File: src/logic/icache_pkg.sv
package icache_pkg;

   // bus and fetch widths
   localparam int addr_w = 32;
   localparam int data_w = 64;

   // line geometry, 4 doublewords = 32 bytes
   localparam int line_beats = 4;
   localparam int beat_w     = $clog2(line_beats);
   localparam int dword_lsb  = 3;
   localparam int offset_w   = dword_lsb + beat_w;

   // 64 sets, two ways
   localparam int index_w  = 6;
   localparam int num_sets = 1 << index_w;
   localparam int num_ways = 2;

   // tag is addr[31:11]
   localparam int index_lsb = offset_w;
   localparam int tag_lsb   = offset_w + index_w;
   localparam int tag_w     = addr_w - tag_lsb;

   // ar field values for a line burst
   localparam logic [7:0] axi_len_line   = 8'd3;
   localparam logic [2:0] axi_size_dword = 3'd3;
   localparam logic [1:0] axi_burst_incr = 2'd1;

   // anything but okay is a fault
   localparam logic [1:0] axi_resp_okay = 2'b00;

   typedef logic [addr_w-1:0]  addr_t;
   typedef logic [data_w-1:0]  data_t;
   typedef logic [tag_w-1:0]   tag_t;
   typedef logic [index_w-1:0] index_t;
   typedef logic [beat_w-1:0]  beat_t;

   // V bit on top, then addr[31:11]
   typedef struct packed {
      logic valid;
      tag_t tag;
   } tag_entry_t;

   // lookup and refill sequencing
   typedef enum logic [1:0] {
      ctrl_idle,
      ctrl_miss_req,
      ctrl_refill,
      ctrl_respond
   } ctrl_state_e;

   // ar then r
   typedef enum logic [1:0] {
      biu_idle,
      biu_addr,
      biu_data
   } biu_state_e;

endpackage

File: src/logic/icache_refill_if.sv
`timescale 1ns/1ns

interface icache_refill_if;
   import icache_pkg::*;

   // line request, level until ack
   logic  req;
   addr_t addr;
   logic  ack;

   // returned beats
   logic  data_valid;
   logic  data_last;
   data_t data;
   // rresp not okay on this beat
   logic  fault;

   modport ctrl (
      output req,
      output addr,
      input  ack,
      input  data_valid,
      input  data_last,
      input  data,
      input  fault
   );

   modport biu (
      input  req,
      input  addr,
      output ack,
      output data_valid,
      output data_last,
      output data,
      output fault
   );

endinterface

File: src/logic/icache_biu.sv
`timescale 1ns/1ns

module icache_biu (
   input  logic              clk,
   input  logic              rst,
   // from the controller
   icache_refill_if.biu      refill,
   // axi ar
   output icache_pkg::addr_t araddr,
   output logic [7:0]        arlen,
   output logic [2:0]        arsize,
   output logic [1:0]        arburst,
   output logic              arvalid,
   input  logic              arready,
   // axi r
   input  icache_pkg::data_t rdata,
   input  logic [1:0]        rresp,
   input  logic              rlast,
   input  logic              rvalid,
   output logic              rready
);
   import icache_pkg::*;

   biu_state_e state;
   // line base, held until ar handshake
   addr_t      line_addr;

   always_ff @(posedge clk) begin
      if (rst) begin
         state <= biu_idle;
      end else begin
         case (state)
            biu_idle: begin
               if (refill.req) begin
                  state <= biu_addr;
               end
            end
            biu_addr: begin
               if (arready) begin
                  state <= biu_data;
               end
            end
            biu_data: begin
               // burst done on the rlast beat
               if (rvalid && rlast) begin
                  state <= biu_idle;
               end
            end
            default: begin
               state <= biu_idle;
            end
         endcase
      end
   end

   always_ff @(posedge clk) begin
      if ((state == biu_idle) && refill.req) begin
         line_addr <= refill.addr;
      end
   end

   // ar fields fixed, always a 4 x 8 byte incr burst
   assign arvalid = (state == biu_addr);
   assign araddr  = line_addr;
   assign arlen   = axi_len_line;
   assign arsize  = axi_size_dword;
   assign arburst = axi_burst_incr;

   // ack on ar accept
   assign refill.ack = arvalid && arready;

   // r beats passed straight through
   assign rready            = (state == biu_data);
   assign refill.data_valid = rready && rvalid;
   assign refill.data_last  = refill.data_valid && rlast;
   assign refill.data       = rdata;
   assign refill.fault      = refill.data_valid && (rresp != axi_resp_okay);

endmodule

File: src/flat_wrapper.sv
// flat-port wrapper written by rule: the top's interface ports become plain ports
module icache_biu_flat import icache_pkg::*;
  (clk, rst, araddr, arlen, arsize, arburst, arvalid, arready, rdata, rresp, rlast, rvalid, rready, refill_req, refill_addr, refill_ack, refill_data_valid, refill_data_last, refill_data, refill_fault);
  icache_refill_if refill_i ();
  input  logic clk;
  input  logic rst;
  output icache_pkg::addr_t araddr;
  output logic [7:0] arlen;
  output logic [2:0] arsize;
  output logic [1:0] arburst;
  output logic arvalid;
  input  logic arready;
  input  icache_pkg::data_t rdata;
  input  logic [1:0] rresp;
  input  logic rlast;
  input  logic rvalid;
  output logic rready;
  input wire logic [$bits(refill_i.req)-1:0] refill_req;
  input wire logic [$bits(refill_i.addr)-1:0] refill_addr;
  output wire logic [$bits(refill_i.ack)-1:0] refill_ack;
  output wire logic [$bits(refill_i.data_valid)-1:0] refill_data_valid;
  output wire logic [$bits(refill_i.data_last)-1:0] refill_data_last;
  output wire logic [$bits(refill_i.data)-1:0] refill_data;
  output wire logic [$bits(refill_i.fault)-1:0] refill_fault;
  assign refill_i.req = refill_req;
  assign refill_i.addr = refill_addr;
  assign refill_ack = refill_i.ack;
  assign refill_data_valid = refill_i.data_valid;
  assign refill_data_last = refill_i.data_last;
  assign refill_data = refill_i.data;
  assign refill_fault = refill_i.fault;
  icache_biu u_core (.clk(clk), .rst(rst), .refill(refill_i), .araddr(araddr), .arlen(arlen), .arsize(arsize), .arburst(arburst), .arvalid(arvalid), .arready(arready), .rdata(rdata), .rresp(rresp), .rlast(rlast), .rvalid(rvalid), .rready(rready));
endmodule
File: config.mk
export PLATFORM = sky130hd
export DESIGN_NAME = icache_biu_flat
export DESIGN_NICKNAME = d
export VERILOG_FILES = /design/src/logic/icache_pkg.sv /design/src/logic/icache_refill_if.sv /design/src/logic/icache_biu.sv /design/src/flat_wrapper.sv
export SDC_FILE = /design/constraint.sdc
export NUM_CORES = 1
export LEC_CHECK = 0
export BUFFER_PORTS_ARGS = -buffer_cell sky130_fd_sc_hd__buf_2
export CAP_MARGIN = 20
export CORE_ASPECT_RATIO = 1.1
export CORE_MARGIN = 2
export CORE_UTILIZATION = 25
export DETAILED_ROUTE_END_ITERATION = 12
export PLACE_DENSITY = 0.77
export SYNTH_ARGS = -nofsm -noshare
export SYNTH_HDL_FRONTEND = slang
export SYNTH_SLANG_ARGS = --single-unit
export TNS_END_PERCENT = 10
File: constraint.sdc
create_clock -name clk -period 2.6 [get_ports clk]
set_input_delay 0.52 -clock clk [delete_from_list [all_inputs] [get_ports clk]]
set_output_delay 0.52 -clock clk [all_outputs]
set_load 0.01 [all_outputs]
=== Word-level counts from Yosys, hierarchy flattened ===
Cells that the tools add are included.

* Bits in registers: 34
* Input port bits: 104
* Output and inout bits: 115
* Word-level logic and storage cells: 20

* Equal/unequal tests: 5
* Muxes and demuxes: 4
* Reductions and logical operators: 9

{| class="wikitable"
|+ Operator list
! kind !! count
|-
| 1-bit logical AND || 6
|-
| 2-bit two-way mux || 3
|-
| 2-bit inequality test (second input constant) || 3
|-
| 2-bit case mux with 3 select lines || 1
|-
| 3-bit AND reduction || 1
|-
| 2-bit by 1-bit equality test with 1-bit output (second input constant) || 1
|-
| 2-bit equality test (second input constant) || 1
|-
| 2-bit zero test || 1
|-
| 2-bit nonzero test || 1
|}

=== Depth between registers and ports, before layout ===
Gate-level depths: netlist (run 1).

* Depth in word-level cells: 3
* Mapped depth: 3
* Mapped depth without buffers: 3

=== Worst setup path before layout (run 1) ===
Ideal clock, no wire load.

* Kind: input-to-reg
* From: input port refill_req
* To: register u_core.line_addr[0] (netlist: u_core.araddr[0]), enable pin
* Setup time: 421 ps
* Data arrival time: 1942 ps
* Required time: 2179 ps
* Setup slack: 237 ps
* Cell stages on the path: 2
* Path buffers: 0
* Cell sequence: nand2b_1 -> nor2_1

* Cells in the longest elaborated chain, start to end: 1

{| class="wikitable"
|+ RTL lines
! item !! line !! text
|-
| from (decl) || flat_wrapper.sv:18 || <nowiki>input wire logic [$bits(refill_i.req)-1:0] refill_req;</nowiki>
|-
| 1-bit logical AND || icache_biu.sv:57 || <nowiki>if ((state == biu_idle) && refill.req) begin</nowiki>
|-
| to (signal assigned) || icache_biu.sv:58 || <nowiki>line_addr <= refill.addr;</nowiki>
|-
| to (decl) || icache_biu.sv:26 || <nowiki>addr_t line_addr;</nowiki>
|}

Every way passes these cells.
A chain may end at the register's enable or synchronous reset.

=== Worst setup path after layout (run 1) ===
* From: register u_core.state[1]
* To: output port refill_fault

* Cells in the longest elaborated chain, start to end: 3

{| class="wikitable"
|+ RTL lines
! item !! line !! text
|-
| from (decl) || icache_biu.sv:24 || <nowiki>biu_state_e state;</nowiki>
|-
| from (signal assigned) || icache_biu.sv:30 || <nowiki>state <= biu_idle;</nowiki>
|-
| from (signal assigned) || icache_biu.sv:35 || <nowiki>state <= biu_addr;</nowiki>
|-
| from (signal assigned) || icache_biu.sv:40 || <nowiki>state <= biu_data;</nowiki>
|-
| 2-bit equality test || icache_biu.sv:73 || <nowiki>assign rready = (state == biu_data);</nowiki>
|-
| 1-bit logical AND || icache_biu.sv:74 || <nowiki>assign refill.data_valid = rready && rvalid;</nowiki>
|-
| 1-bit logical AND || icache_biu.sv:77 || <nowiki>assign refill.fault = refill.data_valid && (rresp != axi_resp_okay);</nowiki>
|-
| to (decl) || flat_wrapper.sv:24 || <nowiki>output wire logic [$bits(refill_i.fault)-1:0] refill_fault;</nowiki>
|}

Every way passes these cells.

==> results of run 1 <==
## metrics by stage
stage / area [um2] / power [mW]
6_report: 1720 / 1.13
5_1_grt: 1720 / 1.19
4_1_cts: 1720 / 1.14
3_3_place_gp: 1640 / 0.787
3_5_place_dp: 1640 / 0.791
2_1_floorplan: 1720 / 0.836
## where the power goes
part	internal, mW	leakage [nW]	switching [mW]
Sequential	0.645	0.323	0.00992
Combinational	0.0521	0.397	0.0691
Clock	0.183	0.0426	0.166
Total	0.881	0.763	0.245
## flip-flops by register name, indices dropped and copies added (netlist names)
name / cells
u_core.state: 2
u_core.araddr: 32
## critical path, stage by stage (launching register included)
cell	delay, ns
dfxtp_1	0.38
nor2b_4	0.19
and2_2	0.16
o21a_1	0.11
buf_2	0.12
## worst paths after layout
check                               start                            to  cells after the start
max          u_core.state[1]$_SDFFE_PP0P_                  refill_fault                      4
min                                   rst  u_core.state[0]$_SDFFE_PP0P_                      2
max reg2reg  u_core.state[0]$_SDFFE_PP0P_    u_core.araddr[8]$_DFFE_PP_                      3
min reg2reg  u_core.state[1]$_SDFFE_PP0P_  u_core.state[0]$_SDFFE_PP0P_                      1
## cell families (layout without fill, tap and decap cells)
| logic type | Yosys count | in the layout |
|---|---|---|
| buffers and inverters | 77 | 86 |
| DFF | 34 | 34 |
| and+or+nand+nor | 10 | 10 |
| AOI/OAI and AO/OA | 3 | 3 |
| other | 2 | 13 |
## final cells by class
cell class              instances  area (um2)
fillers                       678        4840
flip-flops and latches         34        1000
repair buffers                 78         393
multi-input cells              26         141
well taps                      82         103
clock buffers                   6        72.6
clock inverters                 2        8.76
## cells in the mapped netlist (all sizes together)
cell	instances	area, um2
buf	77	578
edfxtp	32	961
and2	2	15.0
conb	2	7.51
dfxtp	2	40.0
nand2b	2	12.5
nor2	2	7.51
a211oi	1	7.51
a22oi	1	7.51
and2b	1	8.76
and3	1	6.26
nand2	1	3.75
nor2b	1	13.8
o21a	1	7.51
## metal layers
metal / vias to the layer above / track usage (%) / share of wire, %
li1: 363 / - / -
met1: 312 / 5.10 / 23
met2: 133 / 15.4 / 48
met3: 16 / 8.53 / 25
met4: 0 / 6.25 / 3.8
met5: - / 0 / 0
==> load_flow_metrics.sql, run 1 <==
INSERT INTO impl_metrics (metric_group, metric, value, unit) VALUES
('status', 'outcome', 'finished clean', ''),
('yosys', 'compound_gate_portion_of_the_synthesized_area', '1.34', '%'),
('route', 'routed-via-count', '824', ''),
('die', 'die_h', '89.9', 'um'),
('yosys', 'synth_simple_gate_area_share', '4.03', '%'),
('yosys', 'syn-instance-count', '126', ''),
('yosys', 'combinational_family_with_the_most_area_after_synthesis', 'buffers and inverters', ''),
('worst_setup_path', 'timing.reg2reg.setup_slack', '1.29', 'ns'),
('global_routing', 'gr-usage-all-layers', '8.94', '%'),
('clocking', 'post_cts_buffers', '0', ''),
('worst_setup_path', 'crit_path_end_kind', 'output pin', ''),
('sta', 'drv_slew', '0', ''),
('worst_setup_path', 'worst-endpoint-arrival', '1.23', 'ns'),
('route', 'detailedRoute.firstPassIterationCount', '4', ''),
('clocking', 'ctsHoldBuffers', '0', ''),
('route', 'detail_route.wl_per_cell', '16.4', 'um'),
('placement', 'port_buffers', '77', ''),
('final_layout', 'post-route-util', '26.2', '%'),
('final_layout', 'most-common-layout-cells', 'buf_2 (77), edfxtp_1 (32), conb_1 (13)', ''),
('worst_setup_path', 'critPathMaxFanout', '4', ''),
('route', 'route.antenna.remaining_nets', '0', ''),
('power', 'power.density', '655', 'mW/mm2'),
('global_routing', 'grt_max_degree', '33', ''),
('route', 'drcViolationCount', '0', ''),
('final_layout', 'stdcell_count', '228', ''),
('job', 'timing.max_cap.violations', '0', ''),
('yosys', 'yosys.cell_types.count', '14', ''),
('route', 'drt_iter0_markers', '12', ''),
('final_layout', 'flow.area_growth_from_synthesis', '2.54', '%'),
('clocking', 'clock_transition_time_at_the_flip_flop_clock_pins_of_the_worst_setup_and_hold_paths', '0.07', 'ns'),
('sta', 'fmax', '0.570', 'GHz'),
('clocking', 'ctsHtreeMaxLevel', '2', ''),
('route', 'via_per_inst', '3.61', ''),
('sta', 'period_share', '67.4', '%'),
('global_routing', 'antenna_found_initial', '0', ''),
('global_routing', 'number_of_global_route_vias_before_repair', '700', ''),
('worst_setup_path', 'worstSetupPathType', 'reg2out', ''),
('placement', 'place_congestion', '0.678', ''),
('die', 'row_count', '31', ''),
('sta', 'timing_hold_violations_final', '0', ''),
('global_routing', 'grt_first_pass_wirelength', '4540', 'um'),
('final_layout', 'final_common_cell', 'buf_2', ''),
('placement', 'detailed_placement_hpwl', '3290', 'um'),
('clocking', 'root_buffer', 'clkbuf_8', ''),
('yosys', 'seq_total_area_yosys', '59.7', '%'),
('sta', 'timing.final.crit_period', '1.75', 'ns'),
('yosys', 'syn_area', '0.00168', 'mm2'),
('clocking', 'tritoncts_clock_tree', 'yes', ''),
('die', 'die_area', '0.00738', 'mm2'),
('clocking', 'worst_skew_pair.late_latency', '0.28', 'ns'),
('global_routing', 'grt_overflow_total', '0', ''),
('die', 'die_w', '82.1', 'um'),
('final_layout', 'num-nets-final', '249', ''),
('die', 'core_area', '0.00656', 'mm2'),
('sta', 'totalNegativeSetupSlack', '0', 'ns'),
('worst_setup_path', 'cp_data_required_time', '2.08', 'ns'),
('yosys', 'ys.warnings.count', '0', ''),
('power', 'power.leakage', '0.763', 'nW'),
('sta', 'final-setup-viol-count', '0', ''),
('power', 'vdd.ir_drop.worst', '0.285', 'mV'),
('yosys', 'syn_avg_cell_area', '13.3', 'um2'),
('yosys', 'muxShareOfSynthArea', '0', '%'),
('route', 'routed_wirelength', '3750', 'um'),
('die', 'initial_utilization', '25.6', '%'),
('sta', 'fin_worst_hold_slack', '0.417', 'ns'),
('final_layout', 'antenna-diode-count', '0', ''),
('clocking', 'cts_made_buffers', '5', ''),
('yosys', 'synth_fa_ha_area_share', '0', '%'),
('clocking', 'cts.sinks', '34', ''),
('sta', 'timing.clock.skew', '0.00701', 'ns'),
('placement', 'placed_cells_incl_taps', '220', ''),
('clocking', 'clockBufferDepth', '2', ''),
('sta', 'rsz0062_at_grt', 'no', ''),
('die', 'boundaryPins', '219', ''),
('sta', 'postLayoutSetupSlackWorst', '0.846', 'ns'),
('hold_path', 'hp-class', 'in2reg', ''),
('clocking', 'post_cts.resized_instances', '0', ''),
('yosys', 'synth_seq_cells', '34', ''),
('placement', 'dpl_ws', '1.05', 'ns'),
('worst_setup_path', 'worst_setup_sp_type', 'flop', ''),
('final_layout', 'post_route_cells_drive_above_1_share', '61.0', '%'),
('yosys', 'synth_xor_xnor_area_share', '0', '%');
No activity file was read; power rests on OpenSTA's default activity.
==> inputs of run 2 (changes only) <==
Clock period 2.6 ns to 1.7 ns, I/O delays scaled along.
==> run 2 against run 1 <==
Compared with the run above:
- clock power rose by 54%
- register-to-register slack worse by 0.78 ns
- flip-flop and latch count stayed put
- die area stayed put
- critical path depth is the same
- design area up 1.1%
==> load_flow_metrics.sql, run 2 (synthesized netlist as in run 1, its figures left out) <==
INSERT INTO impl_metrics (metric_group, metric, value, unit) VALUES
('sta', 'timing_hold_violations_final', '0', ''),
('route', 'routed_wirelength', '3970', 'um'),
('clocking', 'ctsHoldBuffers', '0', ''),
('route', 'detailedRoute.firstPassIterationCount', '3', ''),
('route', 'routed-via-count', '828', ''),
('worst_setup_path', 'r2r_end', 'u_core.araddr[14]$_DFFE_PP_', ''),
('worst_setup_path', 'cpPeakStageDelay', '0.41', 'ns'),
('clocking', 'cts_made_buffers', '5', ''),
('power', 'vdd.ir_drop.worst', '0.418', 'mV'),
('worst_setup_path', 'timing.critical_path.cells', 'nor2b_4 -> and2_2 -> o21a_1 -> buf_2', ''),
('clocking', 'root_buffer', 'clkbuf_8', ''),
('clocking', 'post_cts.resized_instances', '0', ''),
('sta', 'totalNegativeSetupSlack', '0', 'ns'),
('sta', 'period_share', '93.9', '%'),
('route', 'via_per_inst', '3.63', ''),
('power', 'intPower', '1.36', 'mW'),
('clocking', 'worst_skew_pair.late_latency', '0.28', 'ns'),
('placement', 'port_buffers', '77', ''),
('sta', 'drv_slew', '0', ''),
('die', 'die_w', '82.1', 'um'),
('power', 'power.leakage', '0.770', 'nW'),
('power', 'power_frac_seq', '57.8', '%'),
('global_routing', 'grt_max_degree', '33', ''),
('worst_setup_path', 'worst-endpoint-arrival', '1.26', 'ns'),
('route', 'drcViolationCount', '0', ''),
('power', 'power.density', '999', 'mW/mm2'),
('final_layout', 'post-route-util', '26.5', '%'),
('placement', 'dpl_ws', '0.364', 'ns'),
('clocking', 'cts.sinks', '34', ''),
('final_layout', 'flip_flop_count_of_the_largest_register_after_layout', '32', ''),
('sta', 'rsz0062_at_grt', 'no', ''),
('worst_setup_path', 'timing.critical_path.from', 'u_core.state[1]$_SDFFE_PP0P_', ''),
('final_layout', 'most-common-layout-cells', 'buf_2 (77), edfxtp_1 (32), conb_1 (13)', ''),
('worst_setup_path', 'rr_startpoint', 'u_core.state[0]$_SDFFE_PP0P_', ''),
('global_routing', 'antenna_found_initial', '0', ''),
('hold_path', 'hp-class', 'in2reg', ''),
('placement', 'place_congestion', '0.702', ''),
('clocking', 'clockBufferDepth', '2', ''),
('worst_setup_path', 'worstSetupPathType', 'reg2out', ''),
('clocking', 'post_cts_buffers', '0', ''),
('final_layout', 'num-nets-final', '249', ''),
('die', 'die_h', '89.9', 'um'),
('job', 'timing.max_cap.violations', '0', ''),
('global_routing', 'grt_overflow_total', '0', ''),
('sta', 'postLayoutSetupSlackWorst', '0.103', 'ns'),
('power', 'power_switching', '0.381', 'mW'),
('worst_setup_path', 'crit_path_capture', 'refill_fault', ''),
('sta', 'final-setup-viol-count', '0', ''),
('worst_setup_path', 'timing.reg2reg.setup_slack', '0.51', 'ns'),
('route', 'drt_iter0_markers', '16', ''),
('clocking', 'clock_transition_time_at_the_flip_flop_clock_pins_of_the_worst_setup_and_hold_paths', '0.07', 'ns'),
('route', 'route.antenna.remaining_nets', '0', ''),
('worst_setup_path', 'crit_path_end_kind', 'output pin', ''),
('placement', 'detailed_placement_hpwl', '3540', 'um'),
('die', 'initial_utilization', '25.6', '%'),
('final_layout', 'flow.area_growth_from_synthesis', '3.66', '%'),
('worst_setup_path', 'critPathMaxFanout', '4', ''),
('die', 'row_count', '31', ''),
('clocking', 'ctsHtreeMaxLevel', '2', ''),
('power', 'combinational_cell_fraction_of_total_power', '11.2', '%'),
('sta', 'fmax', '0.626', 'GHz'),
('worst_setup_path', 'r2r.worst_path.cells', '3', ''),
('status', 'outcome', 'finished clean', ''),
('die', 'die_area', '0.00738', 'mm2'),
('sta', 'timing.final.crit_period', '1.60', 'ns'),
('global_routing', 'grt_first_pass_wirelength', '4640', 'um'),
('worst_setup_path', 'worst_setup_sp_type', 'flop', ''),
('die', 'core_area', '0.00656', 'mm2'),
('clocking', 'tritoncts_clock_tree', 'yes', ''),
('die', 'boundaryPins', '219', ''),
('worst_setup_path', 'cp_data_required_time', '1.36', 'ns'),
('power', 'clock_power_share', '31.0', '%'),
('power', 'switching_share', '21.9', '%'),
('final_layout', 'final_common_cell', 'buf_2', ''),
('worst_setup_path', 'timing.critical_path.slowest_stage_cell', 'dfxtp_1', ''),
('final_layout', 'post_route_cells_drive_above_1_share', '61.6', '%'),
('global_routing', 'number_of_global_route_vias_before_repair', '713', ''),
('global_routing', 'gr-usage-all-layers', '9.35', '%'),
('sta', 'timing.clock.skew', '0.00829', 'ns'),
('route', 'detail_route.wl_per_cell', '17.4', 'um'),
('final_layout', 'antenna-diode-count', '0', '');
[run 2: changes by cell type in the layout (fill, tap and decap cells not counted)]
cell and delta:
clkinv_1 -1, nor2_4 +1, buf_12 +1, buf_4 -1, nor2_2 -1, clkinv_2 +1
[run 2: layer usage]
metal	wire length, um	up-vias	global-route usage (%)
li1	-	362	-
met4	174	0	7.64
met5	0	-	0
met2	1860	123	16.0
met1	886	325	4.60
met3	1050	18	9.44
[run 2: power groups by stage]
| stage | Sequential [mW] | Clock (mW) | Combinational (mW) |
|---|---|---|---|
| floorplan | 1.05 | 0 | 0.228 |
| global placement | 1.02 | 0 | 0.194 |
| detailed placement | 1.02 | 0 | 0.198 |
| CTS | 1.00 | 0.567 | 0.199 |
| global route | 1.01 | 0.604 | 0.213 |
| finish | 1.00 | 0.538 | 0.194 |
[run 2: through the flow]
| stage | cell area [um2] | instances | hold slack [ns] | power [mW] |
|---|---|---|---|---|
| detailed placement | 1660 | 220 | 0.521 | 1.22 |
| global placement | 1660 | 220 | 0.511 | 1.21 |
| CTS | 1740 | 228 | 0.228 | 1.77 |
| floorplan | 1730 | 137 | 0.412 | 1.28 |
| finish | 1740 | 228 | 0.238 | 1.74 |
| global route | 1740 | 228 | 0.222 | 1.83 |
[run 2: worst min path at each step]
stage                                             from                      endpoint  cells after the start
after floorplan                                    rst  u_core.state[1]$_SDFFE_PP0P_                      1
after global placement    u_core.state[1]$_SDFFE_PP0P_  u_core.state[0]$_SDFFE_PP0P_                      1
after detailed placement               refill_addr[30]   u_core.araddr[30]$_DFFE_PP_                      1
after CTS                              refill_addr[30]   u_core.araddr[30]$_DFFE_PP_                      1
after global routing                   refill_addr[30]   u_core.araddr[30]$_DFFE_PP_                      1
final                                  refill_addr[27]   u_core.araddr[27]$_DFFE_PP_                      1
[run 2: worst max-delay path, delay by kind of cell (launching register included)]
kind	cells	cell delay, ns
and+or+nand+nor	2	0.35
buffers and inverters	1	0.12
DFF	1	0.41
AOI/OAI and AO/OA	1	0.11
[run 2: layout make-up]
cell class / count / area (um2)
fillers: 668 / 4820
flip-flops and latches: 34 / 1000
clock inverters: 2 / 10.0
clock buffers: 6 / 72.6
repair buffers: 78 / 405
multi-input cells: 26 / 146
well taps: 82 / 103
==> inputs of run 3 (changes only) <==
Settings changed: CORE_AREA set to 2 2 85 87, CORE_ASPECT_RATIO 1.1 to not set, CORE_MARGIN 2 to not set, CORE_UTILIZATION 25 to not set, DIE_AREA set to 0 0 87 89, HOLD_SLACK_MARGIN set to 0.15, PLACE_DENSITY 0.77 to 0.76.
==> run 3 against run 2 <==
Compared with the run above:
- flip-flop and latch count did not move
- sequential share of layout area increased by 0.12 points
- worst hold slack better by 0.0045 ns
- sequential power is essentially flat
- power is 0.43% lower
- worst setup slack better by 0.0072 ns
- clock-buffer cell count is the same
- design area down 0.22%
- via count increased by 3.0%
- largest cell class unchanged
==> load_flow_metrics.sql, run 3 (synthesized netlist as in run 1, its figures left out) <==
INSERT INTO impl_metrics (metric_group, metric, value, unit) VALUES
('status', 'outcome', 'finished clean', ''),
('final_layout', 'flip_flop_count_of_the_largest_register_after_layout', '32', ''),
('job', 'timing.max_cap.violations', '0', ''),
('final_layout', 'fill_cells', '686', ''),
('clocking', 'post_cts_buffers', '0', ''),
('final_layout', 'most-common-layout-cells', 'buf_2 (77), edfxtp_1 (32), conb_1 (13)', ''),
('clocking', 'clock_transition_time_at_the_flip_flop_clock_pins_of_the_worst_setup_and_hold_paths', '0.07', 'ns'),
('clocking', 'post_cts.resized_instances', '0', ''),
('die', 'core_area', '0.00672', 'mm2'),
('route', 'route.antenna.remaining_nets', '0', ''),
('final_layout', 'antenna-diode-count', '0', ''),
('hold_path', 'hold-path-cell-count', '1', ''),
('clocking', 'cts.sinks', '34', ''),
('die', 'die_h', '89', 'um'),
('clocking', 'cts_made_buffers', '5', ''),
('global_routing', 'number_of_global_route_vias_before_repair', '733', ''),
('final_layout', 'flow.area_growth_from_synthesis', '3.43', '%'),
('sta', 'drv_slew', '0', ''),
('route', 'via_per_inst', '3.77', ''),
('clocking', 'ctsHoldBuffers', '0', ''),
('clocking', 'root_buffer', 'clkbuf_8', ''),
('hold_path', 'hold_path_startpoint', 'refill_addr[21]', ''),
('sta', 'fin_worst_hold_slack', '0.242', 'ns'),
('global_routing', 'antenna_found_initial', '0', ''),
('die', 'initial_utilization', '25.0', '%'),
('global_routing', 'grt_max_degree', '33', ''),
('worst_setup_path', 'critPathBufInv', '1', ''),
('worst_setup_path', 'cp_top_family', 'simple AND/OR/NAND/NOR gates', ''),
('worst_setup_path', 'crit_path_end_kind', 'output pin', ''),
('worst_setup_path', 'rr_startpoint', 'u_core.state[0]$_SDFFE_PP0P_', ''),
('route', 'detail_route.wl_per_cell', '15.5', 'um'),
('die', 'row_count', '30', ''),
('route', 'routed_wirelength', '3510', 'um'),
('power', 'power', '1.73', 'mW'),
('sta', 'timing.final.crit_period', '1.59', 'ns'),
('die', 'die_w', '87', 'um'),
('sta', 'timing_hold_violations_final', '0', ''),
('clocking', 'worst_skew_pair.late_latency', '0.27', 'ns'),
('hold_path', 'min_to', 'u_core.araddr[21]$_DFFE_PP_', ''),
('worst_setup_path', 'timing.reg2reg.setup_slack', '0.50', 'ns'),
('power', 'power.density', '997', 'mW/mm2'),
('worst_setup_path', 'timing.critical_path.cells', 'and2b_2 -> and2_2 -> buf_2', ''),
('die', 'boundaryPins', '219', ''),
('hold_path', 'hp-class', 'in2reg', ''),
('global_routing', 'grt_overflow_total', '0', ''),
('final_layout', 'post_route_cells_drive_above_1_share', '61.0', '%'),
('global_routing', 'gr-usage-all-layers', '7.67', '%'),
('sta', 'fmax', '0.629', 'GHz'),
('sta', 'final-setup-viol-count', '0', ''),
('clocking', 'clockBufferDepth', '2', ''),
('worst_setup_path', 'worst-endpoint-arrival', '1.25', 'ns'),
('sta', 'period_share', '93.5', '%'),
('worst_setup_path', 'r2r_end', 'u_core.araddr[22]$_DFFE_PP_', ''),
('clocking', 'tritoncts_clock_tree', 'yes', ''),
('worst_setup_path', 'critPathMaxFanout', '4', ''),
('clocking', 'ctsHtreeMaxLevel', '2', ''),
('die', 'die_area', '0.00774', 'mm2'),
('worst_setup_path', 'worst_setup_sp_type', 'flop', ''),
('final_layout', 'final_common_cell', 'buf_2', ''),
('route', 'drcViolationCount', '0', ''),
('route', 'detailedRoute.firstPassIterationCount', '4', ''),
('worst_setup_path', 'cp_data_required_time', '1.36', 'ns'),
('placement', 'place_congestion', '0.660', ''),
('power', 'power.leakage', '0.768', 'nW'),
('worst_setup_path', 'r2r.worst_path.cells', '3', ''),
('sta', 'rsz0062_at_grt', 'no', ''),
('worst_setup_path', 'worstSetupPathType', 'reg2out', ''),
('final_layout', 'num-nets-final', '249', ''),
('worst_setup_path', 'cpPeakStageDelay', '0.40', 'ns'),
('power', 'vdd.ir_drop.worst', '0.235', 'mV'),
('route', 'routed-via-count', '853', ''),
('placement', 'port_buffers', '77', ''),
('sta', 'totalNegativeSetupSlack', '0', 'ns'),
('global_routing', 'grt_first_pass_wirelength', '4280', 'um'),
('route', 'drt_iter0_markers', '8', ''),
('sta', 'timing.clock.skew', '0.00312', 'ns'),
('worst_setup_path', 'timing.critical_path.slowest_stage_cell', 'dfxtp_1', '');
[run 3: layer usage]
layer	part of all wire (%)	vias up	GRT usage, %
li1	-	363	-
met1	24	357	5.01
met2	44	114	12.2
met3	25	19	7.11
met4	6.3	0	7.53
met5	0	-	0
[run 3: worst max path at each step]
stage / cells past startpoint / endpoint / slack, ns / from
3_3_place_gp: 3 / refill_ack / 0.41 / u_core.state[1]$_SDFFE_PP0P_
2_1_floorplan: 2 / u_core.araddr[0]$_DFFE_PP_ / 0.29 / u_core.state[0]$_SDFFE_PP0P_
3_5_place_dp: 3 / refill_ack / 0.39 / u_core.state[1]$_SDFFE_PP0P_
6_report: 3 / refill_ack / 0.11 / u_core.state[1]$_SDFFE_PP0P_
4_1_cts: 3 / refill_ack / 0.09 / u_core.state[1]$_SDFFE_PP0P_
5_1_grt: 3 / refill_ack / 0.04 / u_core.state[1]$_SDFFE_PP0P_
[run 3: final cells by class]
cell class	count	area (um2)	area share, %
clock inverters	2	8.76	0.505
flip-flops and latches	34	1000	57.7
repair buffers	78	405	23.4
clock buffers	6	72.6	4.18
well taps	80	100	5.77
multi-input cells	26	146	8.44
[run 3: where the power goes]
group	internal (mW)	total, mW	leakage [nW]	switching [mW]
clock	0.281	0.531	0.0426	0.250
combinational	0.0861	0.194	0.402	0.108
sequential	0.987	1.00	0.323	0.0170
total	1.35	1.73	0.768	0.375
[run 3: through the flow]
stage | setup slack, ns | cells | instance area [um2] | utilization [%]
CTS | 0.0914 | 226 | 1730 | 25.8
floorplan | 0.285 | 137 | 1730 | -
global route | 0.0417 | 226 | 1730 | 25.8
detailed placement | 0.391 | 218 | 1650 | 24.6
finish | 0.111 | 226 | 1730 | 25.8
global placement | 0.414 | 218 | 1650 | 24.6
