## src/logic/icache_pkg.sv

```systemverilog
package icache_pkg;

   // bus and fetch widths
   localparam int addr_w = 32;
   localparam int data_w = 64;

   // line geometry, 4 doublewords = 32 bytes
   localparam int line_beats = 4;
   localparam int beat_w     = $clog2(line_beats);
   localparam int dword_lsb  = 3;
   localparam int offset_w   = dword_lsb + beat_w;

   // 64 sets, two ways
   localparam int index_w  = 6;
   localparam int num_sets = 1 << index_w;
   localparam int num_ways = 2;

   // tag is addr[31:11]
   localparam int index_lsb = offset_w;
   localparam int tag_lsb   = offset_w + index_w;
   localparam int tag_w     = addr_w - tag_lsb;

   // ar field values for a line burst
   localparam logic [7:0] axi_len_line   = 8'd3;
   localparam logic [2:0] axi_size_dword = 3'd3;
   localparam logic [1:0] axi_burst_incr = 2'd1;

   // anything but okay is a fault
   localparam logic [1:0] axi_resp_okay = 2'b00;

   typedef logic [addr_w-1:0]  addr_t;
   typedef logic [data_w-1:0]  data_t;
   typedef logic [tag_w-1:0]   tag_t;
   typedef logic [index_w-1:0] index_t;
   typedef logic [beat_w-1:0]  beat_t;

   // V bit on top, then addr[31:11]
   typedef struct packed {
      logic valid;
      tag_t tag;
   } tag_entry_t;

   // lookup and refill sequencing
   typedef enum logic [1:0] {
      ctrl_idle,
      ctrl_miss_req,
      ctrl_refill,
      ctrl_respond
   } ctrl_state_e;

   // ar then r
   typedef enum logic [1:0] {
      biu_idle,
      biu_addr,
      biu_data
   } biu_state_e;

endpackage

```

## src/logic/icache_refill_if.sv

```systemverilog
`timescale 1ns/1ns

interface icache_refill_if;
   import icache_pkg::*;

   // line request, level until ack
   logic  req;
   addr_t addr;
   logic  ack;

   // returned beats
   logic  data_valid;
   logic  data_last;
   data_t data;
   // rresp not okay on this beat
   logic  fault;

   modport ctrl (
      output req,
      output addr,
      input  ack,
      input  data_valid,
      input  data_last,
      input  data,
      input  fault
   );

   modport biu (
      input  req,
      input  addr,
      output ack,
      output data_valid,
      output data_last,
      output data,
      output fault
   );

endinterface

```

## src/logic/icache_ctrl.sv

```systemverilog
`timescale 1ns/1ns

module icache_ctrl (
   input  logic                                              clk,
   input  logic                                              rst,
   // fetch port
   input  logic                                              fetch_req,
   input  icache_pkg::addr_t                                 fetch_addr,
   output logic                                              fetch_ack,
   output logic                                              fetch_data_valid,
   output icache_pkg::data_t                                 fetch_data,
   output logic                                              fetch_fault,
   // array read side
   output logic                                              rd_en,
   output icache_pkg::index_t                                rd_index,
   output icache_pkg::beat_t                                 rd_beat,
   input  icache_pkg::tag_entry_t [icache_pkg::num_ways-1:0] rd_tags,
   input  icache_pkg::data_t [icache_pkg::num_ways-1:0]      rd_data,
   input  logic                                              rd_lru,
   // array write side
   output logic                                              wr_en,
   output logic                                              wr_way,
   output icache_pkg::index_t                                wr_index,
   output icache_pkg::beat_t                                 wr_beat,
   output icache_pkg::tag_entry_t                            wr_tag,
   output icache_pkg::data_t                                 wr_data,
   output logic                                              lru_wr,
   output logic                                              lru_way,
   // to the bus unit
   icache_refill_if.ctrl                                     refill
);
   import icache_pkg::*;

   ctrl_state_e state;

   // ic2 stage
   logic   ic2_valid;
   addr_t  ic2_addr;
   tag_t   ic2_tag;
   index_t ic2_index;
   beat_t  ic2_beat;

   // lookup result
   logic [num_ways-1:0] hit_vec;
   logic                hit;
   logic                miss;
   logic                hit_way;
   logic                victim;

   // refill bookkeeping
   logic  miss_way;
   beat_t beat_cnt;
   logic  fault_acc;
   data_t resp_data;
   logic  fill_ok;

   assign ic2_tag   = ic2_addr[tag_lsb +: tag_w];
   assign ic2_index = ic2_addr[index_lsb +: index_w];
   assign ic2_beat  = ic2_addr[dword_lsb +: beat_w];

   // tag compare on the registered ram outputs
   always_comb begin
      for (int w = 0; w < num_ways; w++) begin
         hit_vec[w] = rd_tags[w].valid && (rd_tags[w].tag == ic2_tag);
      end
   end

   assign hit     = ic2_valid && (hit_vec != '0);
   assign miss    = ic2_valid && (hit_vec == '0);
   assign hit_way = hit_vec[1];

   // empty way first, otherwise the lru way
   always_comb begin
      if (!rd_tags[0].valid) begin
         victim = 1'b0;
      end else if (!rd_tags[1].valid) begin
         victim = 1'b1;
      end else begin
         victim = rd_lru;
      end
   end

   // ic1: accept and start the read
   assign fetch_ack = (state == ctrl_idle) && !miss;
   assign rd_en     = fetch_req && fetch_ack;
   assign rd_index  = fetch_addr[index_lsb +: index_w];
   assign rd_beat   = fetch_addr[dword_lsb +: beat_w];

   // ic2 hit, or the word saved during refill
   assign fetch_data_valid = hit || (state == ctrl_respond);
   assign fetch_data       = (state == ctrl_respond) ? resp_data : rd_data[hit_way];
   assign fetch_fault      = (state == ctrl_respond) && fault_acc;

   // whole line from its base
   assign refill.req  = (state == ctrl_miss_req);
   assign refill.addr = {ic2_addr[addr_w-1:offset_w], {offset_w{1'b0}}};

   // each beat goes to the victim way, tag stays invalid until a clean last beat
   assign wr_en    = (state == ctrl_refill) && refill.data_valid;
   assign wr_way   = miss_way;
   assign wr_index = ic2_index;
   assign wr_beat  = beat_cnt;
   assign wr_data  = refill.data;
   assign wr_tag   = '{valid: refill.data_last && !(fault_acc || refill.fault), tag: ic2_tag};
   assign fill_ok  = wr_en && wr_tag.valid;

   // other way becomes lru after a hit or a fill
   assign lru_wr  = hit || fill_ok;
   assign lru_way = hit ? !hit_way : !miss_way;

   always_ff @(posedge clk) begin
      if (rst) begin
         state     <= ctrl_idle;
         ic2_valid <= 1'b0;
         beat_cnt  <= '0;
         fault_acc <= 1'b0;
      end else begin
         ic2_valid <= rd_en;
         case (state)
            ctrl_idle: begin
               if (miss) begin
                  state     <= ctrl_miss_req;
                  beat_cnt  <= '0;
                  fault_acc <= 1'b0;
               end
            end
            ctrl_miss_req: begin
               if (refill.ack) begin
                  state <= ctrl_refill;
               end
            end
            ctrl_refill: begin
               if (refill.data_valid) begin
                  beat_cnt  <= beat_cnt + beat_t'(1);
                  fault_acc <= fault_acc || refill.fault;
                  if (refill.data_last) begin
                     state <= ctrl_respond;
                  end
               end
            end
            ctrl_respond: begin
               state <= ctrl_idle;
            end
            default: begin
               state <= ctrl_idle;
            end
         endcase
      end
   end

   // address held through the miss, no acks meanwhile
   always_ff @(posedge clk) begin
      if (rd_en) begin
         ic2_addr <= fetch_addr;
      end
      if ((state == ctrl_idle) && miss) begin
         miss_way <= victim;
      end
      // keep the requested doubleword as it passes
      if (wr_en && (beat_cnt == ic2_beat)) begin
         resp_data <= refill.data;
      end
   end

endmodule

```

## src/flat_wrapper.sv

```systemverilog
// flat-port wrapper written by rule: the top's interface ports become plain ports
module icache_ctrl_flat import icache_pkg::*;
  (clk, rst, fetch_req, fetch_addr, fetch_ack, fetch_data_valid, fetch_data, fetch_fault, rd_en, rd_index, rd_beat, rd_tags, rd_data, rd_lru, wr_en, wr_way, wr_index, wr_beat, wr_tag, wr_data, lru_wr, lru_way, refill_req, refill_addr, refill_ack, refill_data_valid, refill_data_last, refill_data, refill_fault);
  icache_refill_if refill_i ();
  input  logic clk;
  input  logic rst;
  input  logic fetch_req;
  input  icache_pkg::addr_t fetch_addr;
  output logic fetch_ack;
  output logic fetch_data_valid;
  output icache_pkg::data_t fetch_data;
  output logic fetch_fault;
  output logic rd_en;
  output icache_pkg::index_t rd_index;
  output icache_pkg::beat_t rd_beat;
  input  icache_pkg::tag_entry_t [icache_pkg::num_ways-1:0] rd_tags;
  input  icache_pkg::data_t [icache_pkg::num_ways-1:0] rd_data;
  input  logic rd_lru;
  output logic wr_en;
  output logic wr_way;
  output icache_pkg::index_t wr_index;
  output icache_pkg::beat_t wr_beat;
  output icache_pkg::tag_entry_t wr_tag;
  output icache_pkg::data_t wr_data;
  output logic lru_wr;
  output logic lru_way;
  output wire logic [$bits(refill_i.req)-1:0] refill_req;
  output wire logic [$bits(refill_i.addr)-1:0] refill_addr;
  input wire logic [$bits(refill_i.ack)-1:0] refill_ack;
  input wire logic [$bits(refill_i.data_valid)-1:0] refill_data_valid;
  input wire logic [$bits(refill_i.data_last)-1:0] refill_data_last;
  input wire logic [$bits(refill_i.data)-1:0] refill_data;
  input wire logic [$bits(refill_i.fault)-1:0] refill_fault;
  assign refill_req = refill_i.req;
  assign refill_addr = refill_i.addr;
  assign refill_i.ack = refill_ack;
  assign refill_i.data_valid = refill_data_valid;
  assign refill_i.data_last = refill_data_last;
  assign refill_i.data = refill_data;
  assign refill_i.fault = refill_fault;
  icache_ctrl u_core (.clk(clk), .rst(rst), .fetch_req(fetch_req), .fetch_addr(fetch_addr), .fetch_ack(fetch_ack), .fetch_data_valid(fetch_data_valid), .fetch_data(fetch_data), .fetch_fault(fetch_fault), .rd_en(rd_en), .rd_index(rd_index), .rd_beat(rd_beat), .rd_tags(rd_tags), .rd_data(rd_data), .rd_lru(rd_lru), .wr_en(wr_en), .wr_way(wr_way), .wr_index(wr_index), .wr_beat(wr_beat), .wr_tag(wr_tag), .wr_data(wr_data), .lru_wr(lru_wr), .lru_way(lru_way), .refill(refill_i));
endmodule
```

## config.mk

```make
export PLATFORM = sky130hd
export DESIGN_NAME = icache_ctrl_flat
export DESIGN_NICKNAME = d
export VERILOG_FILES = /design/src/logic/icache_pkg.sv /design/src/logic/icache_refill_if.sv /design/src/logic/icache_ctrl.sv /design/src/flat_wrapper.sv
export SDC_FILE = /design/constraint.sdc
export NUM_CORES = 1
export LEC_CHECK = 0
export BUFFER_PORTS_ARGS = -buffer_cell sky130_fd_sc_hd__buf_2
export CORE_AREA = 2 2 189 191
export CTS_CLUSTER_SIZE = 10
export DETAILED_ROUTE_END_ITERATION = 16
export DIE_AREA = 0 0 191 193
export GPL_TIMING_DRIVEN = 0
export PLACE_DENSITY = 0.48
export SYNTH_ARGS = -nofsm -noshare
export SYNTH_HDL_FRONTEND = slang
export SYNTH_SLANG_ARGS = --single-unit
```

## constraint.sdc

```tcl
create_clock -name clk -period 11.6 [get_ports clk]
set_input_delay 1.74 -clock clk [delete_from_list [all_inputs] [get_ports clk]]
set_output_delay 1.74 -clock clk [all_outputs]
set_load 0.1 [all_outputs]
```

Word-level counts from Yosys, hierarchy flattened. Index checks and enable logic that the tools add are counted.

Register bits: 103. Input port bits: 276. Output and inout port bits: 207. Logic and storage cells: 60.

Add/subtract/negate cells: 1. Magnitude comparators: 1. Equal/unequal tests: 10. Mux-type cells: 16. Reductions and logical operators: 25.

Operators by type and width (number): $mux W64 (3); $eq A21 B21 Y1 (2); $logic_and A1 B1 Y1 (12); $mux W2 (6); $pmux W2 S4 (1); $eq A2 B2 Y1 const B (2); $logic_not A1 Y1 (4); $logic_not A2 Y1 (2); $mux W1 (4); $ne A2 B1 Y1 const B (2); $ne A2 B2 Y1 const B (2); $pmux W2 S2 (1); $reduce_and A4 Y1 (1); $reduce_bool A2 Y1 (2); $logic_or A1 B1 Y1 (3); $reduce_and A3 Y1 (1); $add A2 B1 Y2 const B (1); $eq A2 B1 Y1 const B (1); $eq A2 B2 Y1 (1); $lt A1 B2 Y1 const B (1); $pmux W1 S2 (1).

Longest topological paths before layout. Gate-level depths: netlist of the first run.

Depth in word-level cells: 7. Depth in mapped cells: 9.

Least setup slack after synthesis of the first run. OpenSTA, ideal clock, no wires.

Path kind: input -> register. Start: input refill_data_valid. End: register u_core.resp_data[0], enable pin. Data arrival time: 6215 ps. Setup slack: 4820 ps. Stages: 2. Cell sequence: nand2_1 nor3_1.

Cells in the longest elaborated chain, start to end: 2.

RTL lines: start, declared (RTL line flat_wrapper.sv:30) `input wire logic [$bits(refill_i.data_valid)-1:0] refill_data_valid;`; $logic_and A1 B1 Y1 (RTL line icache_ctrl.sv:99) `assign wr_en = (state == ctrl_refill) && refill.data_valid;`; $logic_and A1 B1 Y1 (RTL line icache_ctrl.sv:160) `if (wr_en && (beat_cnt == ic2_beat)) begin`; end signal, assigned (RTL line icache_ctrl.sv:161) `resp_data <= refill.data;`; end, declared (RTL line icache_ctrl.sv:54) `data_t resp_data;`.

No other way between the ends. A chain may end at the register's enable or synchronous reset.

Worst setup path in the final report of the first run.
Start: input rd_tags[38] (netlist bit). End: output rd_en.

Cells in the longest elaborated chain, start to end: 7.

RTL lines: start, declared (RTL line flat_wrapper.sv:16) `input icache_pkg::tag_entry_t [icache_pkg::num_ways-1:0] rd_tags;`; $eq A21 B21 Y1 (RTL line icache_ctrl.sv:64) `hit_vec[w] = rd_tags[w].valid && (rd_tags[w].tag == ic2_tag);`; $logic_and A1 B1 Y1 (RTL line icache_ctrl.sv:64); $logic_not A2 Y1 (RTL line icache_ctrl.sv:69) `assign miss = ic2_valid && (hit_vec == '0);`; $logic_and A1 B1 Y1 (RTL line icache_ctrl.sv:69); $logic_not A1 Y1 (RTL line icache_ctrl.sv:84) `assign fetch_ack = (state == ctrl_idle) && !miss;`; $logic_and A1 B1 Y1 (RTL line icache_ctrl.sv:84); $logic_and A1 B1 Y1 (RTL line icache_ctrl.sv:85) `assign rd_en = fetch_req && fetch_ack;`; end, declared (RTL line flat_wrapper.sv:13) `output logic rd_en;`.

No other way between the ends.

==> results.tsv, run 1 <==
stage	metric	value	unit
grt	grt_max_degree	31	
finish	post-route-util	27.28	%
setup_path	critPathMaxStageDelay	0.68	ns
setup_path	path_cells	buf_2 -> xor2_1 -> nor4_2 -> nand4_1 -> nor4_2 -> or2_1 -> buf_2 -> and2_2 -> buf_2	
routing	drt_iter0_markers	178	
routing	vias	5732	
setup_path	end_kind	output pin	
routing	postRouteAntennaNets	0	
power	power_frac_clock	17.7	%
power	combPwrFrac	55.7	%
timing	rsz0062_at_grt	no	
floorplanning	design.die.area	36860	um2
floorplanning	initial_core_util	17.76	%
grt	grt.met1_usage	13.59	%
yosys	synth_seq_cells	100	
grt	grt.busiest_layer	met2	
setup_path	worst_ep_arrival_time	4.66	ns
placed_design	port_buffers	474	
power	p_leak	4.803	nW
finish	nFillCells	3798	
floorplanning	core_area	34960	um2
power	p_int	809.6	uW
clock_tree	worst_skew_pair.late_latency	0.36	ns
power	power_frac_seq	26.5	%
placed_design	gp_congestion	0.7644	
yosys	ys_types	40	
floorplanning	io_pins	483	
power	switching_share	54.57	%
timing	fin_worst_skew	0.01368	ns
placed_design	dp_hpwl	19770	um
flow_run	drv_cap	0	
yosys	synth_area_leaders	edfxtp_1 (45%), buf_4 (16%), mux2i_1 (10%)	
timing	fmax	0.1563	GHz
clock_tree	path_clk_slew	0.08	ns
clock_tree	post_cts_buffers	0	
grt	grt_pass1_vias	5487	
setup_path	cp_slowest_cell	and2_2	
yosys	synth-main-ff-cell	edfxtp_1	
yosys	ys_seq_area_share	47.39	%
grt	gr-total-overflow	0	
timing	finalSetupViolCount	0	
power	ir_drop	0.1280	mV
grt	grt_use_met2	22.99	%
floorplanning	core.rowCount	69	
clock_tree	cts-root-buf	clkbuf_16	
timing	period_minus_slack	6.397	ns
timing	slew_headroom	45.10	%
yosys	yosys-top-cells-count	buf_4 (131), edfxtp_1 (94), nand2_1 (77)	
timing	timing.final.crit_share	55.15	%
yosys	synth-simple-area-share	8.845	%
clock_tree	clockBufferDepth	2	
yosys	yosys_warnings	0	
clock_tree	htreeDepth	3	
yosys	avgSynthCellArea	10.99	um2
setup_path	path_buf_inv	3	
clock_tree	postCtsResizedCells	0	
yosys	synthMuxAreaShare	10.48	%
yosys	synthAdderAreaFrac	0.8060	%
setup_path	crit_type	primary input to output pin	
setup_path	critPathMostFrequentCell	buf_2	
power	p_sw	972.5	uW
floorplanning	die_w	191	um
routing	wirelength	24040	um
finish	drive_gt1_share	60.00	%
routing	drt_pass1_iterations	4	
timing	maxSlewViolCount	0	
yosys	synthArstFlopShare	0	%
grt	grt_pass1_wl	32990	um
grt	grtUsageTotal	12.19	%
power	finalPower	1.782	mW
yosys	synthCells	565	
yosys	synth_compound_area_share	6.710	%
yosys	synth_top_family_by_area	buffers and inverters	
yosys	synth_largest_area_cell	edfxtp_1	
yosys	yosysMostFrequentCell	buf_4	
yosys	synth_edf_count	94	
routing	avgViaCountPerCell	3.754	
timing	worst_slew_pin_slew	0.8236	ns
yosys	synth_xor_area_share	6.206	%
setup_path	path_delay_family	simple AND/OR/NAND/NOR gates	
finish	syn_to_final_growth	53.62	%
clock_tree	numCtsBuffers	9	
routing	wl_per_cell	15.74	um
finish	final_nets	1340	
yosys	synth_area	6210	um2
setup_path	critPathLaunchType	primary input	
power	power_density	186.8	nW/um2
clock_tree	clock-sinks	100	
floorplanning	die-height	193	um
timing	hold_viol	0	
routing	remaining_drc_errors	0	
setup_path	crit_path_max_fanout	30	
run_status	status	finished clean	
setup_path	cp.required	9.86	ns
clock_tree	cts_hold_buffers	0	
clock_tree	cts_tree	yes	
grt	antenna_found_initial	0	
yosys	synth_top_area_share	45.46	%
grt	met3_usage	3.240	%
timing	setup-tns-final	0	ns
min_path	min_path_type	register to register	
worst register-to-register path, delay by kind of cell, from the launching register on:
| kind | cells | cell delay (ns) |
|---|---|---|
| buffers and inverters | 1 | 0.19 |
| xor gates and xnor gates | 1 | 0.22 |
| and+or+nand+nor | 5 | 1.88 |
| DFF | 1 | 0.51 |
final timing paths:
kind | cells after the start | startpoint | endpoint | slack (ns)
hold reg to reg | 2 | u_core.fault_acc | u_core.fault_acc | 0.50
setup reg to reg | 7 | u_core.ic2_addr[27] | u_core.ic2_addr[19] | 8.41
setup / recovery | 9 | rd_tags[38] | rd_en | 5.20
hold / removal | 2 | u_core.fault_acc | u_core.fault_acc | 0.50
registers in the layout, summed over array words and instances, names as in the netlist:
signal and flops:
u_core.ic2_valid 1, u_core.fault_acc 1, u_core.wr_beat 2, u_core.ic2_addr 29, u_core.wr_way 1, u_core.state 2
u_core.resp_data 64
metrics by stage:
stage,cells,setup WS (ns),instance area (um2),hold slack [ns]
after floorplan,569,4.820,6225,0.4643
final,1527,5.203,9539,0.5007
after global routing,1526,4.927,9537,0.5341
after global placement,1504,1.707,9174,0.4862
after detailed placement,1510,4.486,9243,0.4948
after CTS,1526,4.497,9535,0.5068
area by class of cell:
class | count | area, um2 | area share [%]
sequential | 100 | 2943 | 30.85
timing repair buffer | 480 | 2436 | 25.54
multi-input combinational | 308 | 2077 | 21.77
buffer | 154 | 1185 | 12.42
tap | 461 | 576.8 | 6.047
clock buffer | 10 | 229.0 | 2.400
clock inverter | 6 | 63.81 | 0.6689
inverter | 7 | 26.28 | 0.2754
antenna | 1 | 2.502 | 0.02623
per-layer routing:
layer / routed length [um] / share of wire (%) / vias to the layer above
met4: 183 / 0.76 / 0
met2: 12540 / 52 / 282
met3: 1955 / 8.1 / 5
li1: - / - / 2827
met5: 0 / 0 / -
met1: 9357 / 39 / 2618
layout by cell type, fill, tap and decap left out, types with 5 or more instances in the layout:
cell type,instances
inv_1,6
mux2i_1,65
xor2_1,22
buf_12,7
clkbuf_1,16
xnor2_1,22
o21ai_1,64
clkbuf_16,9
buf_2,475
conb_1,5
nand2_1,77
buf_4,132
dfxtp_1,6
buf_6,5
nand4_1,5
edfxtp_1,94
nor4_1,5
kinds of logic after synthesis:
kind of cell / after synthesis
AO/OA/AOI/OAI: 76
XOR/XNOR: 44
adder cells (fa/ha/maj): 4
buffers and inverters: 161
flip-flops: 100
multiplexers: 65
other: 1
AND/OR/NAND/NOR: 114
power groups by stage:
stage	Combinational, mW	Clock [mW]	Sequential, mW
finish	0.993	0.316	0.473
detailed placement	1.00	0	0.483
global placement	0.997	0	0.484
floorplan	0.816	0	0.476
CTS	1.00	0.335	0.475
global route	1.03	0.344	0.479
Power figures use the tool's default switching activity.
==> run 2: changes to the inputs <==
CORE_AREA = 2 2 190 192   (was 2 2 189 191)
DIE_AREA = 0 0 192 194   (was 0 0 191 193)
clock period = 6.7 ns   (was 11.6 ns; I/O delays follow)
==> run 2 against run 1 <==
  * Count of clock-buffer cells in the layout stayed put
  * Via count is 0.59% lower
  * Non-clock buffer count stayed put
  * Largest power group unchanged
==> results.tsv, run 2 (synthesis results as in run 1) <==
stage	metric	value	unit	change
routing	wirelength	24180	um	was 24,040 um
finish	layout.cells.most_common	buf_2		unchanged
power	ir_drop	0.2412	mV	was 0.1280 mV
routing	vias	5698		was 5,732
floorplanning	design.die.area	37250	um2	was 36,860 um2
timing	fmax	0.2044	GHz	
finish	nFillCells	3792		was 3,798
setup_path	critPathLaunchType	primary input		unchanged
timing	fin_worst_skew	0.009735	ns	was 0.01368 ns
clock_tree	cts-root-buf	clkbuf_16		unchanged
placed_design	placed_area	9239	um2	was 9243 um2
routing	drt_pass1_iterations	4		unchanged
setup_path	critPathMostFrequentCell	buf_2		unchanged
placed_design	port_buffers	474		unchanged
clock_tree	post_cts_buffers	0		unchanged
finish	final_area	9512	um2	was 9539 um2
timing	slew_headroom	48.48	%	was 45.10%
floorplanning	initial_core_util	17.63	%	was 17.76%
clock_tree	cts_hold_buffers	0		unchanged
min_path	min_path_type	register to register		unchanged
clock_tree	worst_skew_pair.late_latency	0.37	ns	was 0.36 ns
grt	grtUsageTotal	12.54	%	was 12.19%
setup_path	r2r_slack	3.54	ns	was 8.41 ns
finish	syn_to_final_growth	53.17	%	was 53.62%
setup_path	reg2reg_depth	7		unchanged
grt	grt_max_degree	31		unchanged
routing	drt_iter0_markers	156		was 178
run_status	status	finished clean		unchanged
setup_path	cp.required	5.69	ns	was 9.86 ns
power	power_density	321.8	nW/um2	was 186.8 nW/um2
grt	gr-total-overflow	0		unchanged
finish	drive_gt1_share	59.92	%	was 60.00%
finish	reg_top3	u_core.resp_data x64, u_core.ic2_addr x29		unchanged
setup_path	critPathMaxStageDelay	0.68	ns	about the same
routing	remaining_drc_errors	0		unchanged
min_path	hold_end	u_core.state[1]		was u_core.fault_acc
setup_path	worst_ep_arrival_time	3.89	ns	was 4.66 ns
clock_tree	postCtsResizedCells	0		unchanged
finish	final_nets	1340		unchanged
finish	regArea	2943	um2	unchanged
min_path	min_from	u_core.state[1]		was u_core.fault_acc
power	p_leak	4.793	nW	was 4.803 nW
setup_path	cp_slowest_cell	and2_2		unchanged
finish	multiInputGateArea	2077	um2	unchanged
flow_run	drv_cap	0		unchanged
timing	setup-tns-final	0	ns	unchanged
setup_path	path_cells	buf_2 -> xor2_1 -> nor4_2 -> nand4_1 -> nor4_2 -> or2_1 -> buf_2 -> and2_2 -> buf_2		unchanged
setup_path	end_kind	output pin		unchanged
grt	grt_pass1_vias	5793		was 5,487
placed_design	gp_congestion	0.7960		was 0.7644
timing	finalSetupViolCount	0		unchanged
routing	avgViaCountPerCell	3.739		was 3.754
placed_design	preCtsSetupSlack	1.156	ns	was 4.486 ns
placed_design	dp_hpwl	20280	um	was 19,770 um
clock_tree	path_clk_slew	0.06	ns	was 0.08 ns
timing	hold_viol	0		unchanged
finish	insertedDiodeCount	0		was 1
clock_tree	numCtsBuffers	9		unchanged
timing	worst_slew_pin_slew	0.7728	ns	was 0.8236 ns
timing	fin_ws	1.808	ns	was 5.203 ns
setup_path	crit_type	primary input to output pin		unchanged
clock_tree	htreeDepth	3		unchanged
clock_tree	clock-sinks	100		unchanged
grt	antenna_found_initial	0		unchanged
setup_path	cp-startpoint	rd_tags[34]		was rd_tags[38]
setup_path	crit_path_max_fanout	30		unchanged
floorplanning	core.rowCount	69		unchanged
routing	wl_per_cell	15.86	um	was 15.74 um
timing	maxSlewViolCount	0		unchanged
floorplanning	core_area	35220	um2	was 34,960 um2
min_path	hold_depth	2		unchanged
clock_tree	clockBufferDepth	2		unchanged
timing	period_minus_slack	4.892	ns	
routing	postRouteAntennaNets	0		unchanged
setup_path	r2r-end	u_core.ic2_addr[26]		was u_core.ic2_addr[19]
timing	hold_slack	0.5147	ns	was 0.5007 ns
timing	timing.final.crit_share	73.01	%	
floorplanning	die_w	192	um	was 191 um
clock_tree	cts_tree	yes		unchanged
finish	largest-register	u_core.resp_data		unchanged
timing	rsz0062_at_grt	no		unchanged
grt	grt_pass1_wl	33980	um	was 32,990 um
floorplanning	io_pins	483		unchanged
finish	largest_reg_flops	64		unchanged
setup_path	r2r_start	u_core.ic2_addr[11]		was u_core.ic2_addr[27]
floorplanning	die-height	194	um	was 193 um
finish	final_cell_mix	buf_2 (475), buf_4 (133), edfxtp_1 (94), nand2_1 (77), mux2i_1 (65)		was buf_2 (475), buf_4 (132), edfxtp_1 (94), nand2_1 (77), mux2i_1 (65)
run 2: routing by layer:
metal	wire, um	global-route usage [%]	vias to the layer above
li1	-	-	2824
met1	9278	13.35	2579
met2	12650	23.49	280
met3	1828	3.113	15
met4	415	4.693	0
met5	0	0	-
run 2: worst max-delay path, delay by kind of cell:
| kind | cells | cell delay, ns |
|---|---|---|
| AND/OR/NAND/NOR | 5 | 1.88 |
| buffers and inverters | 3 | 0.83 |
| XOR/XNOR | 1 | 0.15 |
run 2: area by class of cell:
| type | count | area share (%) |
|---|---|---|
| flip-flops and latches | 100 | 30.94 |
| repair buffers | 480 | 25.57 |
| multi-input cells | 308 | 21.84 |
| plain buffers | 154 | 12.46 |
| clock inverters | 4 | 0.4473 |
| inverters | 7 | 0.2762 |
| well taps | 461 | 6.064 |
| clock buffers | 10 | 2.407 |
run 2: stage by stage:
step	power [mW]	cells	utilization [%]
final	3.061	1524	27.00
after global placement	2.568	1504	26.04
after floorplan	2.237	569	-
after global routing	3.189	1524	27.00
after detailed placement	2.573	1510	26.23
after CTS	3.112	1524	27.00
run 2: worst max-delay path by stage:
stage / endpoint / slack, ns / cells after the start
after floorplan: u_core.resp_data[0] / 0.53 / 2
after global placement: u_core.resp_data[18] / -2.28 / 3
after detailed placement: rd_en / 1.16 / 9
after CTS: rd_en / 1.15 / 9
after global routing: rd_en / 1.53 / 9
final: rd_en / 1.81 / 9
run 2: power by group:
group / internal, mW / switching (mW)
sequential: 0.760 / 0.0638
clock: 0.283 / 0.237
combinational: 0.351 / 1.37
==> run 3: changes to the inputs <==
ABC_AREA = 1   (was not set)
CORE_AREA = 2 2 186 188   (was 2 2 190 192)
DIE_AREA = 0 0 188 190   (was 0 0 192 194)
PLACE_DENSITY = 0.5   (was 0.48)
clock period = 4.6 ns   (was 6.7 ns; I/O delays follow)
==> run 3 against run 2 <==
  * Global-route usage rose by 0.65 points
  * Clock skew grew 0.0036 ns
  * Count of clock-buffer cells in the layout down 1
  * Critical path type is now register to output pin
  * Largest power group unchanged
==> results.tsv, run 3 <==
stage	metric	value	unit	change
yosys	synth_edf_count	94		unchanged
yosys	yosys_warnings	0		unchanged
routing	wirelength	24690	um	was 24,180 um
finish	post-route-util	28.50	%	was 27.00%
finish	final_nets	1471		was 1,340
clock_tree	numCtsBuffers	9		unchanged
yosys	avgSynthCellArea	9.070	um2	was 10.99 um2
floorplanning	core.rowCount	68		was 69
run_status	status	finished clean		unchanged
clock_tree	cts_hold_buffers	0		unchanged
min_path	min_path_type	register to register		unchanged
clock_tree	cts-root-buf	clkbuf_16		unchanged
finish	reg_top3	u_core.resp_data x64, u_core.ic2_addr x29		unchanged
routing	wl_per_cell	14.95	um	was 15.86 um
grt	grt_pass1_wl	35290	um	was 33,980 um
finish	final_cell_mix	buf_2 (474), nand2_1 (178), buf_4 (133), edfxtp_1 (94), mux2i_1 (64)		was buf_2 (475), buf_4 (133), edfxtp_1 (94), nand2_1 (77), mux2i_1 (65)
clock_tree	clock-sinks	100		unchanged
grt	grt_use_met2	23.40	%	was 23.49%
clock_tree	worst_skew_pair.late_latency	0.36	ns	was 0.37 ns
yosys	synth_top_area_share	44.58	%	was 45.46%
routing	avgViaCountPerCell	3.775		was 3.739
grt	grt_max_degree	31		unchanged
yosys	ys_types	26		was 40
grt	grt.met1_usage	16.16	%	was 13.35%
finish	regArea	2943	um2	unchanged
timing	rsz0062_at_grt	no		unchanged
yosys	synthArstFlopShare	0	%	unchanged
timing	hold_slack	0.4810	ns	was 0.5147 ns
timing	finalSetupViolCount	0		unchanged
routing	drt_pass1_iterations	5		was 4
setup_path	end_kind	output pin		unchanged
flow_run	drv_cap	0		unchanged
yosys	synthCells	698		was 565
power	ir_drop	0.2528	mV	was 0.2412 mV
clock_tree	postCtsResizedCells	0		unchanged
finish	fin_cells	1651		was 1,524
finish	syn_to_final_growth	52.81	%	was 53.17%
routing	postRouteAntennaNets	0		unchanged
timing	setup-tns-final	0	ns	unchanged
routing	vias	6232		was 5,698
floorplanning	core_area	33950	um2	was 35,220 um2
yosys	synth_area	6331	um2	was 6210 um2
clock_tree	post_cts_buffers	0		unchanged
finish	largest_reg_flops	64		unchanged
grt	grtUsageTotal	13.19	%	was 12.54%
grt	grt.busiest_layer	met2		unchanged
floorplanning	die_w	188	um	was 192 um
finish	nFillCells	3693		was 3,792
timing	slew_headroom	35.49	%	was 48.48%
placed_design	dp_hpwl	21050	um	was 20,280 um
finish	multiInputGateArea	2091	um2	was 2077 um2
floorplanning	initial_core_util	18.65	%	was 17.63%
floorplanning	design.die.area	35720	um2	was 37,250 um2
timing	fin_worst_skew	0.01336	ns	was 0.009735 ns
power	p_leak	5.188	nW	was 4.793 nW
placed_design	dpl.cell_count	1635		was 1,510
yosys	ys_seq_area_share	46.48	%	was 47.39%
placed_design	port_buffers	474		unchanged
clock_tree	clockBufferDepth	2		unchanged
floorplanning	io_pins	483		unchanged
grt	antenna_found_initial	0		unchanged
yosys	synth-main-ff-cell	edfxtp_1		unchanged
yosys	yosys-top-cells-count	nand2_1 (178), buf_4 (133), edfxtp_1 (94)		was buf_4 (131), edfxtp_1 (94), nand2_1 (77)
yosys	yosysMostFrequentCell	nand2_1		was buf_4
setup_path	critPathLaunchType	register		was primary input
clock_tree	htreeDepth	3		unchanged
setup_path	worst_ep_arrival_time	2.99	ns	was 3.89 ns
finish	drive_gt1_share	54.35	%	was 59.92%
timing	hold_viol	0		unchanged
clock_tree	path_clk_slew	0.09	ns	was 0.06 ns
routing	remaining_drc_errors	0		unchanged
finish	largest-register	u_core.resp_data		unchanged
power	power_density	447.3	nW/um2	was 321.8 nW/um2
setup_path	crit_path_max_fanout	10		was 30
grt	grt_pass1_vias	6077		was 5,793
timing	worst_slew_pin_slew	0.9645	ns	was 0.7728 ns
routing	drt_iter0_markers	157		was 156
yosys	synth_largest_area_cell	edfxtp_1		unchanged
finish	layout.cells.most_common	buf_2		unchanged
yosys	synth_seq_cells	100		unchanged
clock_tree	cts_tree	yes		unchanged
setup_path	cp.required	3.91	ns	was 5.69 ns
timing	fmax	0.2717	GHz	
finish	insertedDiodeCount	0		unchanged
placed_design	gp_congestion	0.8491		was 0.7960
grt	gr-total-overflow	0		unchanged
timing	maxSlewViolCount	0		unchanged
timing	period_minus_slack	3.681	ns	
floorplanning	die-height	190	um	was 194 um
setup_path	crit_type	register to output pin		was primary input to output pin
grt	met3_usage	2.601	%	was 3.113%
yosys	synth_area_leaders	edfxtp_1 (45%), buf_4 (16%), nand2_1 (11%)		was edfxtp_1 (45%), buf_4 (16%), mux2i_1 (10%)
timing	timing.final.crit_share	80.02	%	
[run 3: changes by cell type in the layout (fill, tap and decap cells not counted), sizes merged, moves of 3 or more]
cell	change
a21oi	+6
and2	-3
buf	-3
inv	+58
nand2	+102
nand3	+5
nand4	-3
nor2	+31
nor3	-3
nor4	-8
o21ai	+10
xnor2	-19
xor2	-19
[run 3: critical path, cell delays in order (launching register included)]
cell	delay (ns)
edfxtp_1	0.50
inv_2	0.08
nand2_1	0.06
o21ai_1	0.06
nor2_1	0.11
nand2_1	0.06
nor2_1	0.17
nand3_2	0.25
buf_6	0.25
mux2i_1	0.12
o21ai_0	0.42
buf_2	0.53
[run 3: cell families (layout without fill, tap and decap cells)]
| logic type | after synthesis | after routing | synth area share (%) |
|---|---|---|---|
| other | 1 | 5 | 0.05923 |
| xor gates and xnor gates | 6 | 6 | 0.8302 |
| buffers and inverters | 212 | 706 | 21.05 |
| and+or+nand+nor | 227 | 227 | 13.93 |
| DFF | 100 | 100 | 46.48 |
| muxes | 64 | 64 | 10.12 |
| adders and majority gates | 4 | 4 | 0.7905 |
| AOI/OAI and AO/OA | 84 | 84 | 6.739 |
[run 3: power breakdown]
part / total, mW / switching [mW] / internal, mW
Sequential: 1.17 / 0.0754 / 1.09
Combinational: 2.37 / 1.89 / 0.481
Clock: 0.785 / 0.397 / 0.388
[run 3: path summary, 6_finish.rpt]
check                 startpoint                   end  slack (ns)  cells after the start
min reg2reg     u_core.fault_acc      u_core.fault_acc        0.48                      2
max reg2reg      u_core.state[0]  u_core.resp_data[12]        1.76                      9
min             u_core.fault_acc      u_core.fault_acc        0.48                      2
max          u_core.ic2_addr[30]         fetch_data[0]        0.92                     11
[run 3: layer usage]
metal	vias to the layer above	wire length (um)
li1	3140	-
met1	2835	10440
met4	0	353
met5	-	0
met3	16	1325
met2	241	12560
[run 3: per-stage QoR]
stage	setup WS [ns]	area, um2	power (mW)
4_1_cts	0.7736	9674	4.387
2_1_floorplan	0.04573	6359	3.127
6_report	0.9191	9674	4.328
5_1_grt	0.6757	9674	4.518
3_3_place_gp	-0.9617	9300	3.556
3_5_place_dp	0.9645	9373	3.579
[run 3: layout make-up]
type,count,share of cell area (%)
clock buffers,9,2.328
clock inverters,7,0.7889
repair buffers,478,25.19
flip-flops and latches,100,30.42
multi-input cells,390,21.61
inverters,60,2.328
plain buffers,152,11.45
well taps,455,5.885
